--- src/lsu_defs.svh ---
// widths assume a 64-bit core; depth must be a power of two for the word index slice
`ifndef LSU_DEFS_SVH
`define LSU_DEFS_SVH

// data path width in bits
`define LSU_XLEN 64

// core and bus address width
`define LSU_AW 64

// byte lanes per data word
`define LSU_STRB_W (`LSU_XLEN / 8)

// data memory depth in 64-bit words
`define LSU_DMEM_WORDS 512

`endif

--- src/lsu_pkg.sv ---
// shared types for the load/store unit; AXI4-Lite only, no bursts, ids or user signals
`include "lsu_defs.svh"

package lsu_pkg;

  // memory operation codes, size in bits [2:1], unsigned flag in bit 0
  typedef enum logic [2:0] {
    op_lb   = 3'd0,
    op_lbu  = 3'd1,
    op_lh   = 3'd2,
    op_lhu  = 3'd3,
    op_lw   = 3'd4,
    op_lwu  = 3'd5,
    op_ld   = 3'd6,
    op_none = 3'd7
  } mem_op_e;

  typedef struct packed {
    logic [`LSU_AW-1:0]   addr;
    logic [`LSU_XLEN-1:0] wdata;
    mem_op_e              op;
    logic                 write;  // 1 = store
  } lsu_req_t;

  typedef struct packed {
    logic [`LSU_XLEN-1:0] data;  // extended load data, zero on stores
    logic                 err;
  } lsu_rsp_t;

  typedef struct packed {
    logic [`LSU_AW-1:0] addr;
    logic [2:0]         prot;
  } axil_aw_t;

  typedef struct packed {
    logic [`LSU_AW-1:0] addr;
    logic [2:0]         prot;
  } axil_ar_t;

  typedef struct packed {
    logic [`LSU_XLEN-1:0]   data;
    logic [`LSU_STRB_W-1:0] strb;
  } axil_w_t;

  typedef struct packed {
    logic [1:0] resp;
  } axil_b_t;

  typedef struct packed {
    logic [`LSU_XLEN-1:0] data;
    logic [1:0]           resp;
  } axil_r_t;

  localparam logic [1:0] AXIL_OKAY   = 2'b00;
  localparam logic [1:0] AXIL_SLVERR = 2'b10;

endpackage

--- src/lsu_axil_master.sv ---
// one request in flight; misaligned or none requests never reach the bus, prot is fixed at zero
`timescale 1ns/10ps
`include "lsu_defs.svh"

module lsu_axil_master (
  input  logic                i_clk,
  input  logic                i_rst,
  input  logic                i_req_valid,
  output logic                o_req_ready,
  input  lsu_pkg::lsu_req_t   i_req,
  output logic                o_rsp_valid,
  output lsu_pkg::lsu_rsp_t   o_rsp,
  output logic                o_awvalid,
  input  logic                i_awready,
  output lsu_pkg::axil_aw_t   o_aw,
  output logic                o_wvalid,
  input  logic                i_wready,
  output lsu_pkg::axil_w_t    o_w,
  input  logic                i_bvalid,
  output logic                o_bready,
  input  lsu_pkg::axil_b_t    i_b,
  output logic                o_arvalid,
  input  logic                i_arready,
  output lsu_pkg::axil_ar_t   o_ar,
  input  logic                i_rvalid,
  output logic                o_rready,
  input  lsu_pkg::axil_r_t    i_r
);

  typedef enum logic [2:0] {
    st_idle,
    st_local,  // misaligned or none reply
    st_addr,
    st_wait,
    st_reply
  } state_e;

  state_e                  state_q;
  logic                    aw_valid_q;
  logic                    w_valid_q;
  logic                    ar_valid_q;
  logic                    rsp_valid_q;
  lsu_pkg::axil_aw_t       aw_q;
  lsu_pkg::axil_w_t        w_q;
  lsu_pkg::axil_ar_t       ar_q;
  lsu_pkg::lsu_rsp_t       rsp_q;
  lsu_pkg::mem_op_e        op_q;
  logic [2:0]              addr_lo_q;
  logic                    write_q;
  logic [`LSU_STRB_W-1:0]  st_wstrb;
  logic [`LSU_XLEN-1:0]    st_wdata;
  logic                    st_misaligned;
  logic [`LSU_XLEN-1:0]    ld_rdata;
  logic                    req_fire;
  logic                    local_reply;
  logic                    addr_done;
  logic                    b_fire;
  logic                    r_fire;

  lsu_store_align u_store_align (
    .i_op          (i_req.op),
    .i_addr_lo     (i_req.addr[2:0]),
    .i_wdata       (i_req.wdata),
    .o_wstrb       (st_wstrb),
    .o_wdata_lanes (st_wdata),
    .o_misaligned  (st_misaligned)
  );

  lsu_load_extend u_load_extend (
    .i_op      (op_q),
    .i_addr_lo (addr_lo_q),
    .i_rword   (i_r.data),
    .o_rdata   (ld_rdata)
  );

  assign o_req_ready = (state_q == st_idle);
  assign req_fire    = i_req_valid && o_req_ready;
  assign local_reply = (i_req.op == lsu_pkg::op_none) || st_misaligned;

  // every address channel either idle or finishing its handshake this cycle
  assign addr_done = !(aw_valid_q && !i_awready) && !(w_valid_q && !i_wready) &&
                     !(ar_valid_q && !i_arready);

  assign o_bready = (state_q == st_wait) && write_q;
  assign o_rready = (state_q == st_wait) && !write_q;
  assign b_fire   = i_bvalid && o_bready;
  assign r_fire   = i_rvalid && o_rready;

  always_ff @(posedge i_clk) begin
    if (!i_rst) begin
      state_q     <= st_idle;
      aw_valid_q  <= 1'b0;
      w_valid_q   <= 1'b0;
      ar_valid_q  <= 1'b0;
      rsp_valid_q <= 1'b0;
    end else begin
      rsp_valid_q <= 1'b0;  // response is a one-cycle pulse
      case (state_q)
        st_idle: begin
          if (req_fire && local_reply) begin
            state_q     <= st_local;
            rsp_valid_q <= 1'b1;
          end else if (req_fire) begin
            state_q    <= st_addr;
            aw_valid_q <= i_req.write;  // aw and w rise together
            w_valid_q  <= i_req.write;
            ar_valid_q <= !i_req.write;
          end
        end
        st_addr: begin
          if (i_awready) aw_valid_q <= 1'b0;
          if (i_wready) w_valid_q <= 1'b0;
          if (i_arready) ar_valid_q <= 1'b0;
          if (addr_done) state_q <= st_wait;
        end
        st_wait: begin
          if (b_fire || r_fire) begin
            state_q     <= st_reply;
            rsp_valid_q <= 1'b1;
          end
        end
        default: begin
          state_q <= st_idle;  // st_local and st_reply last one cycle
        end
      endcase
    end
  end

  always_ff @(posedge i_clk) begin
    if (req_fire) begin
      op_q      <= i_req.op;
      addr_lo_q <= i_req.addr[2:0];
      write_q   <= i_req.write;
      aw_q.addr <= i_req.addr;
      aw_q.prot <= 3'b000;
      ar_q.addr <= i_req.addr;
      ar_q.prot <= 3'b000;
      w_q.data  <= st_wdata;
      w_q.strb  <= st_wstrb;
      rsp_q.data <= '0;
      rsp_q.err  <= st_misaligned;  // none replies clean
    end
    if (b_fire) begin
      rsp_q.data <= '0;
      rsp_q.err  <= (i_b.resp != lsu_pkg::AXIL_OKAY);
    end
    if (r_fire) begin
      rsp_q.data <= (i_r.resp != lsu_pkg::AXIL_OKAY) ? '0 : ld_rdata;
      rsp_q.err  <= (i_r.resp != lsu_pkg::AXIL_OKAY);
    end
  end

  assign o_awvalid   = aw_valid_q;
  assign o_wvalid    = w_valid_q;
  assign o_arvalid   = ar_valid_q;
  assign o_aw        = aw_q;
  assign o_w         = w_q;
  assign o_ar        = ar_q;
  assign o_rsp_valid = rsp_valid_q;
  assign o_rsp       = rsp_q;

  // valid and payload hold while the slave stalls
  a_aw_stable: assert property (@(posedge i_clk) disable iff (!i_rst)
    o_awvalid && !i_awready |=> o_awvalid && $stable(o_aw));
  a_w_stable: assert property (@(posedge i_clk) disable iff (!i_rst)
    o_wvalid && !i_wready |=> o_wvalid && $stable(o_w));
  a_ar_stable: assert property (@(posedge i_clk) disable iff (!i_rst)
    o_arvalid && !i_arready |=> o_arvalid && $stable(o_ar));

  a_rsp_pulse: assert property (@(posedge i_clk) disable iff (!i_rst)
    o_rsp_valid |=> !o_rsp_valid);

endmodule

--- src/lsu_load_extend.sv ---
// combinational; assumes the access is aligned, op none returns zero
`timescale 1ns/10ps
`include "lsu_defs.svh"

module lsu_load_extend (
  input  lsu_pkg::mem_op_e      i_op,
  input  logic [2:0]            i_addr_lo,
  input  logic [`LSU_XLEN-1:0]  i_rword,
  output logic [`LSU_XLEN-1:0]  o_rdata
);

  logic [`LSU_XLEN-1:0] lanes_low;  // addressed lanes moved to bit 0

  assign lanes_low = i_rword >> {i_addr_lo, 3'b000};

  always_comb begin
    case (i_op)
      lsu_pkg::op_lb: begin
        o_rdata = {{(`LSU_XLEN-8){lanes_low[7]}}, lanes_low[7:0]};
      end
      lsu_pkg::op_lbu: begin
        o_rdata = {{(`LSU_XLEN-8){1'b0}}, lanes_low[7:0]};
      end
      lsu_pkg::op_lh: begin
        o_rdata = {{(`LSU_XLEN-16){lanes_low[15]}}, lanes_low[15:0]};
      end
      lsu_pkg::op_lhu: begin
        o_rdata = {{(`LSU_XLEN-16){1'b0}}, lanes_low[15:0]};
      end
      lsu_pkg::op_lw: begin
        o_rdata = {{(`LSU_XLEN-32){lanes_low[31]}}, lanes_low[31:0]};
      end
      lsu_pkg::op_lwu: begin
        o_rdata = {{(`LSU_XLEN-32){1'b0}}, lanes_low[31:0]};
      end
      lsu_pkg::op_ld: begin
        o_rdata = lanes_low;  // offset is zero when aligned
      end
      default: begin
        o_rdata = '0;
      end
    endcase
  end

endmodule

--- src/lsu_store_align.sv ---
// combinational; op none yields an empty strobe, misaligned strobes are not meaningful
`timescale 1ns/10ps
`include "lsu_defs.svh"

module lsu_store_align (
  input  lsu_pkg::mem_op_e        i_op,
  input  logic [2:0]              i_addr_lo,
  input  logic [`LSU_XLEN-1:0]    i_wdata,
  output logic [`LSU_STRB_W-1:0]  o_wstrb,
  output logic [`LSU_XLEN-1:0]    o_wdata_lanes,
  output logic                    o_misaligned
);

  logic [`LSU_STRB_W-1:0] size_mask;  // strobe pattern before the lane shift
  logic [5:0]             lane_shamt;  // byte offset in bits

  assign lane_shamt = {i_addr_lo, 3'b000};

  always_comb begin
    size_mask    = '0;
    o_misaligned = 1'b0;
    case (i_op)
      lsu_pkg::op_lb, lsu_pkg::op_lbu: begin
        size_mask = 8'h01;  // any byte offset is fine
      end
      lsu_pkg::op_lh, lsu_pkg::op_lhu: begin
        size_mask    = 8'h03;
        o_misaligned = i_addr_lo[0];
      end
      lsu_pkg::op_lw, lsu_pkg::op_lwu: begin
        size_mask    = 8'h0f;
        o_misaligned = |i_addr_lo[1:0];
      end
      lsu_pkg::op_ld: begin
        size_mask    = 8'hff;
        o_misaligned = |i_addr_lo;
      end
      default: begin
        size_mask    = '0;  // none touches no lane
        o_misaligned = 1'b0;
      end
    endcase
  end

  assign o_wstrb       = size_mask << i_addr_lo;
  assign o_wdata_lanes = i_wdata << lane_shamt;  // upper bytes fall outside the strobe

endmodule

--- config.mk ---
export PLATFORM = sky130hd
export DESIGN_NAME = lsu_axil_master
export DESIGN_NICKNAME = d
export VERILOG_FILES = /design/src/lsu_pkg.sv /design/src/lsu_axil_master.sv /design/src/lsu_load_extend.sv /design/src/lsu_store_align.sv
export VERILOG_INCLUDE_DIRS = /design/src
export SDC_FILE = /design/constraint.sdc
export NUM_CORES = 1
export LEC_CHECK = 0
export BUFFER_PORTS_ARGS = -buffer_cell sky130_fd_sc_hd__buf_2
export CAP_MARGIN = 20
export CORE_AREA = 2 2 191 193
export DETAILED_ROUTE_END_ITERATION = 8
export DIE_AREA = 0 0 193 195
export SLEW_MARGIN = 20
export SYNTH_ARGS = -nofsm -noshare
export SYNTH_HDL_FRONTEND = slang
export SYNTH_SLANG_ARGS = --single-unit
--- constraint.sdc ---
create_clock -name i_clk -period 11.5 [get_ports i_clk]
set_input_delay 2.3 -clock i_clk [delete_from_list [all_inputs] [get_ports i_clk]]
set_output_delay 2.3 -clock i_clk [all_outputs]
set_load 0.01 [all_outputs]
==> results of run 1 <==
-- critical path: cells and delay by family --
family	cells	cell delay, ns
AO/OA/AOI/OAI	3	1.50
buffers and inverters	2	0.59
AND/OR/NAND/NOR	2	0.28
-- state kept, by name, summed over array words and instances, names as in the netlist --
signal,cells
o_rsp_valid,1
o_wvalid,1
state_q,3
o_ar,64
o_awvalid,1
write_q,1
op_q,3
o_arvalid,1
o_rsp,65
o_w,72
-- power breakdown --
part | internal (W) | switching (W)
Sequential | 0.000931 | 0.0000291
Clock | 0.000444 | 0.000315
Combinational | 0.000166 | 0.000250
Total | 0.00154 | 0.000593
-- worst paths after layout --
path,start,end,slack (ns),cells past startpoint
worst min register to register,state_q[2]$_SDFFE_PN0P_,state_q[1]$_SDFFE_PN0P_,0.61,1
worst max-delay path,i_r[9],o_rsp[63]$_SDFFCE_PP0P_,7.04,7
worst max register to register,o_ar[3]$_DFFE_PP_,o_rsp[63]$_SDFFCE_PP0P_,7.79,7
worst min-delay path,state_q[2]$_SDFFE_PN0P_,state_q[1]$_SDFFE_PN0P_,0.61,1
-- per-stage QoR --
stage | total power, W | area (µm²) | worst slack, ns | utilization
6_report | 0.00213 | 14700 | 7.04 | 0.415
5_1_grt | 0.00223 | 14700 | 6.92 | 0.415
4_1_cts | 0.00215 | 14600 | 6.65 | 0.413
3_5_place_dp | 0.00139 | 13900 | 6.10 | 0.392
3_3_place_gp | 0.00139 | 13900 | 6.22 | 0.392
2_1_floorplan | 0.00123 | 11600 | 5.06 | -
-- placed cells by master (no fill, tap or decap), drive strengths merged, types with 31 or more instances in the layout --
cell / n
a21oi: 79
and2: 33
buf: 490
clkbuf: 32
edfxtp: 205
mux2: 68
mux2i: 59
mux4: 31
nand2: 94
nor2: 50
o21ai: 40
-- cell type report --
| cell class | count | area [µm²] |
|---|---|---|
| timing repair buffer | 490 | 2500 |
| tap | 461 | 577 |
| clock buffer | 32 | 652 |
| inverter | 23 | 91.3 |
| multi-input combinational | 586 | 4430 |
| clock inverter | 11 | 115 |
| fill | 3438 | 20700 |
| sequential | 212 | 6300 |
| antenna | 7 | 17.5 |
-- kinds of logic after synthesis --
| family | after synthesis | share of synthesized area |
|---|---|---|
| simple gates | 243 | 0.102 |
| flops | 212 | 0.542 |
| compound gates | 179 | 0.0993 |
| buf+inv | 164 | 0.0799 |
| mux | 158 | 0.177 |
| other cells | 1 | 0.000323 |
-- layer usage --
layer	routed length (µm)	vias up
li1	-	4214
met1	15800	4386
met2	18400	440
met3	2950	62
met4	1010	2
met5	16	-
==> impl_metrics.env, run 1 <==
export IMPL_setup_viol=0
export IMPL_met2_usage=0.311
export IMPL_drc=0
export IMPL_post_cts_setup_buffers=0
export IMPL_clk_pin_slew_ns=0.06
export IMPL_final_setup_skew_ns=0.0108
export IMPL_setup_tns_ns=0
export IMPL_hold_viol_final=0
export IMPL_power_leakage_nw=6.04
export IMPL_nets=1545
export IMPL_use_met3=0.0354
export IMPL_core_um2=35400
export IMPL_globalRouteOverflowTotal=0
export IMPL_start_kind="primary input"
export IMPL_grt_max_degree=82
export IMPL_path_cells="buf_2, nor2b_1, a2111oi_1, nor4_2, a311oi_4, buf_4, a21oi_1"
export IMPL_wl_per_cell_um=21.0
export IMPL_synthDominantCellAreaShare=0.530
export IMPL_place_congestion=0.939
export IMPL_antenna_left=0
export IMPL_stdcell_count=1822
export IMPL_post_drt_via_cell_ratio=5.00
export IMPL_slowest_stage="a2111oi_1"
export IMPL_grt_pass1_vias=8576
export IMPL_end_kind="flop"
export IMPL_fin_crit_sh=0.388
export IMPL_status="finished clean"
export IMPL_synthToLayoutAreaGrowth_pct=26.3
export IMPL_routed_wl_mm=38.2
export IMPL_path_max_fanout=23
export IMPL_maxSlewHeadroom=0.325
export IMPL_cts_root_buf="clkbuf_16"
export IMPL_grt_setup_unrepaired="no"
export IMPL_syn_area_um2=11600
export IMPL_start_util=0.328
export IMPL_powerDensity_nw_per_um2=145
export IMPL_grt_busiest_layer="met2"
export IMPL_maxCapViolations=0
export IMPL_hpwl_mm=28.1
export IMPL_fp_dieH_um=195
export IMPL_synth_edf_count=205
export IMPL_fp_dieW_um=193
export IMPL_cts_buffers=24
export IMPL_min_period_ns=4.46
export IMPL_worst_ep_arrival_time_ns=4.69
export IMPL_synth_commonest_cells="205 x edfxtp_1, 94 x nand2_1, 73 x buf_4"
export IMPL_gr_usage_met1=0.255
export IMPL_clk_latency_ns=0.51
export IMPL_min_path_type="reg2reg"
export IMPL_yosys_top_cells_area="edfxtp_1 53%, mux2_2 6.2%, mux4_2 6.0%"
export IMPL_drtIter0Drc=725
export IMPL_yosysWarnings=0
export IMPL_port_buffers=479
export IMPL_ys_types=57
export IMPL_antenna_found_initial=10
export IMPL_cts_resized=0
export IMPL_synth_ff_type="edfxtp_1"
export IMPL_syn_inst=957
export IMPL_required_ns=11.73
export IMPL_grt_pass1_wl_mm=54.0
export IMPL_place_inst=1771
export IMPL_htreeDepth=1
export IMPL_seq_area_frac_synth=0.542
export IMPL_ir_worst_vdd_uv=97.1
export IMPL_num_vias=9104
export IMPL_drtPass1Iterations=5
export IMPL_max_stage_delay_ns=0.80
export IMPL_drive_above_1_share=0.489
export IMPL_ys_ff_latch=212
export IMPL_placementRows=69
export IMPL_path_class="in2reg"
export IMPL_ios=486
export IMPL_yosysMostFrequentCell="edfxtp_1"
export IMPL_avgSynthCellArea_um2=12.1
export IMPL_cts_tree="yes"
export IMPL_post_synth_top_area_cell="edfxtp_1"
export IMPL_cts_buffer_depth=3
export IMPL_hold_slack_ns=0.606
export IMPL_postCtsHoldBufs=0
export IMPL_max_freq_mhz=224
export IMPL_tightest_slew_ns=1.01
export IMPL_drv_slew=0
export IMPL_dieArea_um2=37600
export IMPL_async_reset_ff_frac=0
export IMPL_clock_sinks=212
export IMPL_grt_usage=0.190
Note: power is estimated with default switching activity, not from simulation.
==> run 2, diff against run 1 <==
Settings changed: CORE_AREA 2 2 191 193 to 2 2 186 188, DIE_AREA 0 0 193 195 to 0 0 188 190.
Clock period 11.5 ns to 3.65 ns, I/O delays scaled along.
==> impl_metrics.env, run 2 (synthesis gave the netlist of run 1 again) <==
export IMPL_power_leakage_nw=6.11
export IMPL_wl_per_cell_um=20.6
export IMPL_maxCapViolations=0
export IMPL_drv_slew=0
export IMPL_cts_tree="yes"
export IMPL_clk_latency_ns=0.51
export IMPL_num_vias=9092
export IMPL_worst_ep_arrival_time_ns=2.99
export IMPL_postCtsHoldBufs=0
export IMPL_start_util=0.342
export IMPL_grt_usage=0.199
export IMPL_final_common_cell="buf_2"
export IMPL_p_total_w=0.00683
export IMPL_fp_dieW_um=188
export IMPL_path_class="reg2reg"
export IMPL_fp_dieH_um=190
export IMPL_routed_wl_mm=37.6
export IMPL_ir_worst_vdd_uv=283
export IMPL_port_buffers=479
export IMPL_cts_root_buf="clkbuf_16"
export IMPL_drtIter0Drc=532
export IMPL_grt_setup_unrepaired="no"
export IMPL_drtPass1Iterations=4
export IMPL_powerDensity_nw_per_um2=461
export IMPL_place_congestion=0.914
export IMPL_placementRows=68
export IMPL_status="finished clean"
export IMPL_path_max_fanout=66
export IMPL_tightest_slew_ns=0.889
export IMPL_min_period_ns=2.77
export IMPL_antenna_found_initial=8
export IMPL_min_path_type="in2reg"
export IMPL_stdcell_count=1825
export IMPL_hold_viol_final=0
export IMPL_start_kind="flop"
export IMPL_post_cts_setup_buffers=0
export IMPL_cts_resized=0
export IMPL_largest_reg_flops=72
export IMPL_cts_buffer_depth=3
export IMPL_hpwl_mm=28.1
export IMPL_dieArea_um2=35700
export IMPL_synthToLayoutAreaGrowth_pct=27.5
export IMPL_grt_pass1_vias=8717
export IMPL_end_kind="flop"
export IMPL_place_inst=1773
export IMPL_clock_sinks=212
export IMPL_grt_max_degree=141
export IMPL_ios=486
export IMPL_required_ns=3.87
export IMPL_clk_pin_slew_ns=0.06
export IMPL_post_drt_via_cell_ratio=4.98
export IMPL_drc=0
export IMPL_final_cell_mix="478 x buf_2, 205 x edfxtp_1, 92 x nand2_1"
export IMPL_antenna_left=0
export IMPL_core_um2=33900
export IMPL_globalRouteOverflowTotal=0
export IMPL_htreeDepth=1
export IMPL_drive_above_1_share=0.495
export IMPL_final_core_util=0.436
export IMPL_grt_pass1_wl_mm=54.3
export IMPL_fin_crit_sh=0.758
export IMPL_max_freq_mhz=361
export IMPL_final_setup_skew_ns=0.00827
export IMPL_nets=1553
export IMPL_setup_tns_ns=0
export IMPL_setup_viol=0
export IMPL_cts_buffers=25
export IMPL_maxSlewHeadroom=0.408
==> run 2: changes by cell type in the layout (fill, tap and decap cells not counted), sizes merged <==
cell / delta
buf: +7
bufinv: +1
clkinv: +1
==> run 2: layout make-up <==
cell class	count	area, µm²
clock buffers	32	652
fillers	3300	19100
well taps	455	569
flip-flops and latches	212	6300
diodes	7	17.5
multi-input cells	586	4440
clock inverters	13	156
inverters	23	90.1
repair buffers	497	2600
==> run 2: worst max-delay path, stage by stage, from the launching register on <==
cell and delay, ns:
edfxtp_1 0.62, buf_4 0.73, mux2_2 0.43, mux4_2 0.45
nand2_1 0.11, a21oi_1 0.10
==> run 2: worst paths after layout <==
check / to / start / depth (start not counted) / slack [ns]
hold / removal: o_ar[7]$_DFFE_PP_ / i_req[72] / 1 / 0.39
setup reg to reg: o_rsp[12]$_SDFFCE_PP0P_ / o_ar[4]$_DFFE_PP_ / 5 / 0.88
setup / recovery: o_rsp[12]$_SDFFCE_PP0P_ / o_ar[4]$_DFFE_PP_ / 5 / 0.88
hold reg to reg: state_q[1]$_SDFFE_PN0P_ / state_q[2]$_SDFFE_PN0P_ / 1 / 0.62
==> run 2: per-stage QoR <==
| stage | cell area [µm²] | hold slack [ns] | setup WS [ns] |
|---|---|---|---|
| final | 14800 | 0.388 | 0.883 |
| after global routing | 14800 | 0.353 | 0.709 |
| after CTS | 14800 | 0.354 | 0.899 |
| after detailed placement | 14000 | 0.582 | 0.727 |
| after global placement | 14000 | 0.576 | 0.763 |
| after floorplan | 11700 | 0.594 | -0.0524 |
==> run 2: power breakdown <==
group	leakage, nW	total, W	internal, W	switching [W]
clock network	0.393	0.00248	0.00148	0.00100
logic	3.66	0.00131	0.000536	0.000777
registers	2.06	0.00303	0.00293	0.000100
total	6.11	0.00683	0.00495	0.00188
==> run 2: routing by layer <==
layer,part of all wire,global-route usage
met1,0.42,0.262
met2,0.48,0.328
met3,0.071,0.0391
met4,0.030,0.0739
met5,0.00032,0
==> run 3, diff against run 2 <==
Clock period 3.65 ns to 2.3 ns, I/O delays scaled along.
==> impl_metrics.env, run 3 (synthesis gave the netlist of run 1 again) <==
export IMPL_status="finished with violations"
export IMPL_failed_checks="negative setup slack"
export IMPL_min_period_ns=2.46
export IMPL_path_max_fanout=6
export IMPL_hpwl_mm=30.0
export IMPL_drtIter0Drc=663
export IMPL_path_cells="mux2_4, mux4_2, and3_4, a311oi_4, buf_4, clkbuf_16, a21oi_2"
export IMPL_setup_tns_ns=-4.57
export IMPL_drive_above_1_share=0.526
export IMPL_max_stage_delay_ns=0.52
export IMPL_drc=0
export IMPL_wl_per_cell_um=20.7
export IMPL_maxSlewHeadroom=0.483
export IMPL_port_buffers=479
export IMPL_fin_crit_sh=1.07
export IMPL_placementRows=68
export IMPL_power_frac_comb=0.197
export IMPL_clock_sinks=212
export IMPL_p_int_w=0.00859
export IMPL_grt_pass1_wl_mm=55.8
export IMPL_fill_cells=3190
export IMPL_maxCapViolations=0
export IMPL_start_util=0.342
export IMPL_swShare=0.269
export IMPL_placed_area_um2=14500
export IMPL_end_kind="flop"
export IMPL_power_frac_seq=0.409
export IMPL_wl_met2_mm=18.9
export IMPL_grt_setup_unrepaired="yes"
export IMPL_ir_worst_vdd_uv=519
export IMPL_design_area_um2=15600
export IMPL_place_congestion=0.924
export IMPL_globalRouteOverflowTotal=0
export IMPL_cts_root_buf="clkbuf_16"
export IMPL_num_vias=9507
export IMPL_hold_viol_final=0
export IMPL_powerDensity_nw_per_um2=751
export IMPL_clk_pin_slew_ns=0.06
export IMPL_core_um2=33900
export IMPL_clkPwrFrac=0.394
export IMPL_grt_max_degree=65
export IMPL_cts_tree="yes"
export IMPL_worst_ep_arrival_time_ns=2.74
export IMPL_cts_buffer_depth=3
export IMPL_fp_dieW_um=188
export IMPL_final_common_cell="buf_2"
export IMPL_ios=486
export IMPL_route_met3_wl_mm=3.00
export IMPL_routed_wl_mm=39.1
export IMPL_start_kind="flop"
export IMPL_min_path_type="in2reg"
export IMPL_grt_usage=0.206
export IMPL_synthToLayoutAreaGrowth_pct=34.6
export IMPL_largest_reg_flops=72
export IMPL_fp_dieH_um=190
export IMPL_htreeDepth=1
export IMPL_clk_latency_ns=0.53
export IMPL_setup_viol=34
export IMPL_max_freq_mhz=406
export IMPL_postCtsHoldBufs=0
export IMPL_p_total_w=0.0117
export IMPL_tightest_slew_ns=0.766
export IMPL_setup_ws_ns=-0.163
export IMPL_grt_pass1_vias=9066
export IMPL_dieArea_um2=35700
export IMPL_required_ns=2.58
export IMPL_drtPass1Iterations=5
export IMPL_highest_layer="met5"
export IMPL_antenna_left=0
export IMPL_cts_buffers=26
export IMPL_slowest_stage="edfxtp_1"
export IMPL_final_setup_skew_ns=0.00984
export IMPL_antenna_found_initial=9
export IMPL_p_switching_w=0.00316
export IMPL_drt_met1_wl_mm=16.0
export IMPL_drv_slew=0
export IMPL_final_cell_mix="478 x buf_2, 205 x edfxtp_1, 92 x nand2_1"
export IMPL_nets=1615
export IMPL_power_leakage_nw=6.56
export IMPL_path_class="reg2reg"
export IMPL_post_drt_via_cell_ratio=5.04
==> run 3: changes by cell type in the layout (fill, tap and decap cells not counted), moves of 5 or more <==
cell / delta
buf_4: +45
clkbuf_1: -7
clkinvlp_4: +5
buf_12: +8
==> run 3: power groups by stage <==
stage	clock network [W]	registers (W)	logic (W)
floorplan	0	0.00504	0.00112
global placement	0	0.00488	0.00223
detailed placement	0	0.00488	0.00224
CTS	0.00472	0.00480	0.00228
global route	0.00486	0.00483	0.00249
finish	0.00463	0.00480	0.00231
==> run 3: stage by stage <==
stage	hold slack, ns	instances	utilization	setup WS [ns]
2_1_floorplan	0.545	962	-	-1.13
3_3_place_gp	0.586	1827	0.427	-0.132
3_5_place_dp	0.588	1827	0.427	-0.201
4_1_cts	0.0773	1878	0.458	-0.123
5_1_grt	0.0777	1888	0.461	-0.201
6_report	0.101	1888	0.461	-0.163
==> run 3: worst max-delay path: cells and delay by family, from the launching register on <==
| kind | cells | cell delay (ns) |
|---|---|---|
| AO/OA/AOI/OAI | 2 | 0.28 |
| multiplexers | 2 | 0.85 |
| flip-flops | 1 | 0.52 |
| AND/OR/NAND/NOR | 1 | 0.20 |
| buffers and inverters | 2 | 0.37 |
==> run 3: timing repair <==
| action | CTS | global route |
|---|---|---|
| cloned | 1 | 2 |
| gates resized for setup | 6 | 12 |
| endpoints found under the setup margin | 48 | 59 |
| buffers inserted | 2 | 3 |
==> run 3: routing by layer <==
layer / track usage / vias to the layer above
li1: - / 4362
met1: 0.269 / 4553
met2: 0.339 / 505
met3: 0.0371 / 85
met4: 0.0809 / 2
met5: 0 / -
==> run 3: worst paths after layout <==
check	end	slack, ns	cells past startpoint	start
setup reg to reg	o_rsp[47]$_SDFFCE_PP0P_	-0.16	7	o_ar[4]$_DFFE_PP_
hold / removal	o_ar[13]$_DFFE_PP_	0.10	1	i_req[78]
hold reg to reg	o_rsp_valid$_SDFF_PN0_	0.62	1	state_q[2]$_SDFFE_PN0P_
setup / recovery	o_rsp[47]$_SDFFCE_PP0P_	-0.16	7	o_ar[4]$_DFFE_PP_
==> run 3: area by class of cell <==
class | count | area, µm² | share of cell area
flip-flops and latches | 212 | 6300 | 0.402
inverters | 23 | 90.1 | 0.00576
clock buffers | 27 | 676 | 0.0432
multi-input cells | 586 | 4470 | 0.285
repair buffers | 558 | 3230 | 0.207
diodes | 6 | 15.0 | 0.000960
well taps | 455 | 569 | 0.0364
clock inverters | 21 | 302 | 0.0193
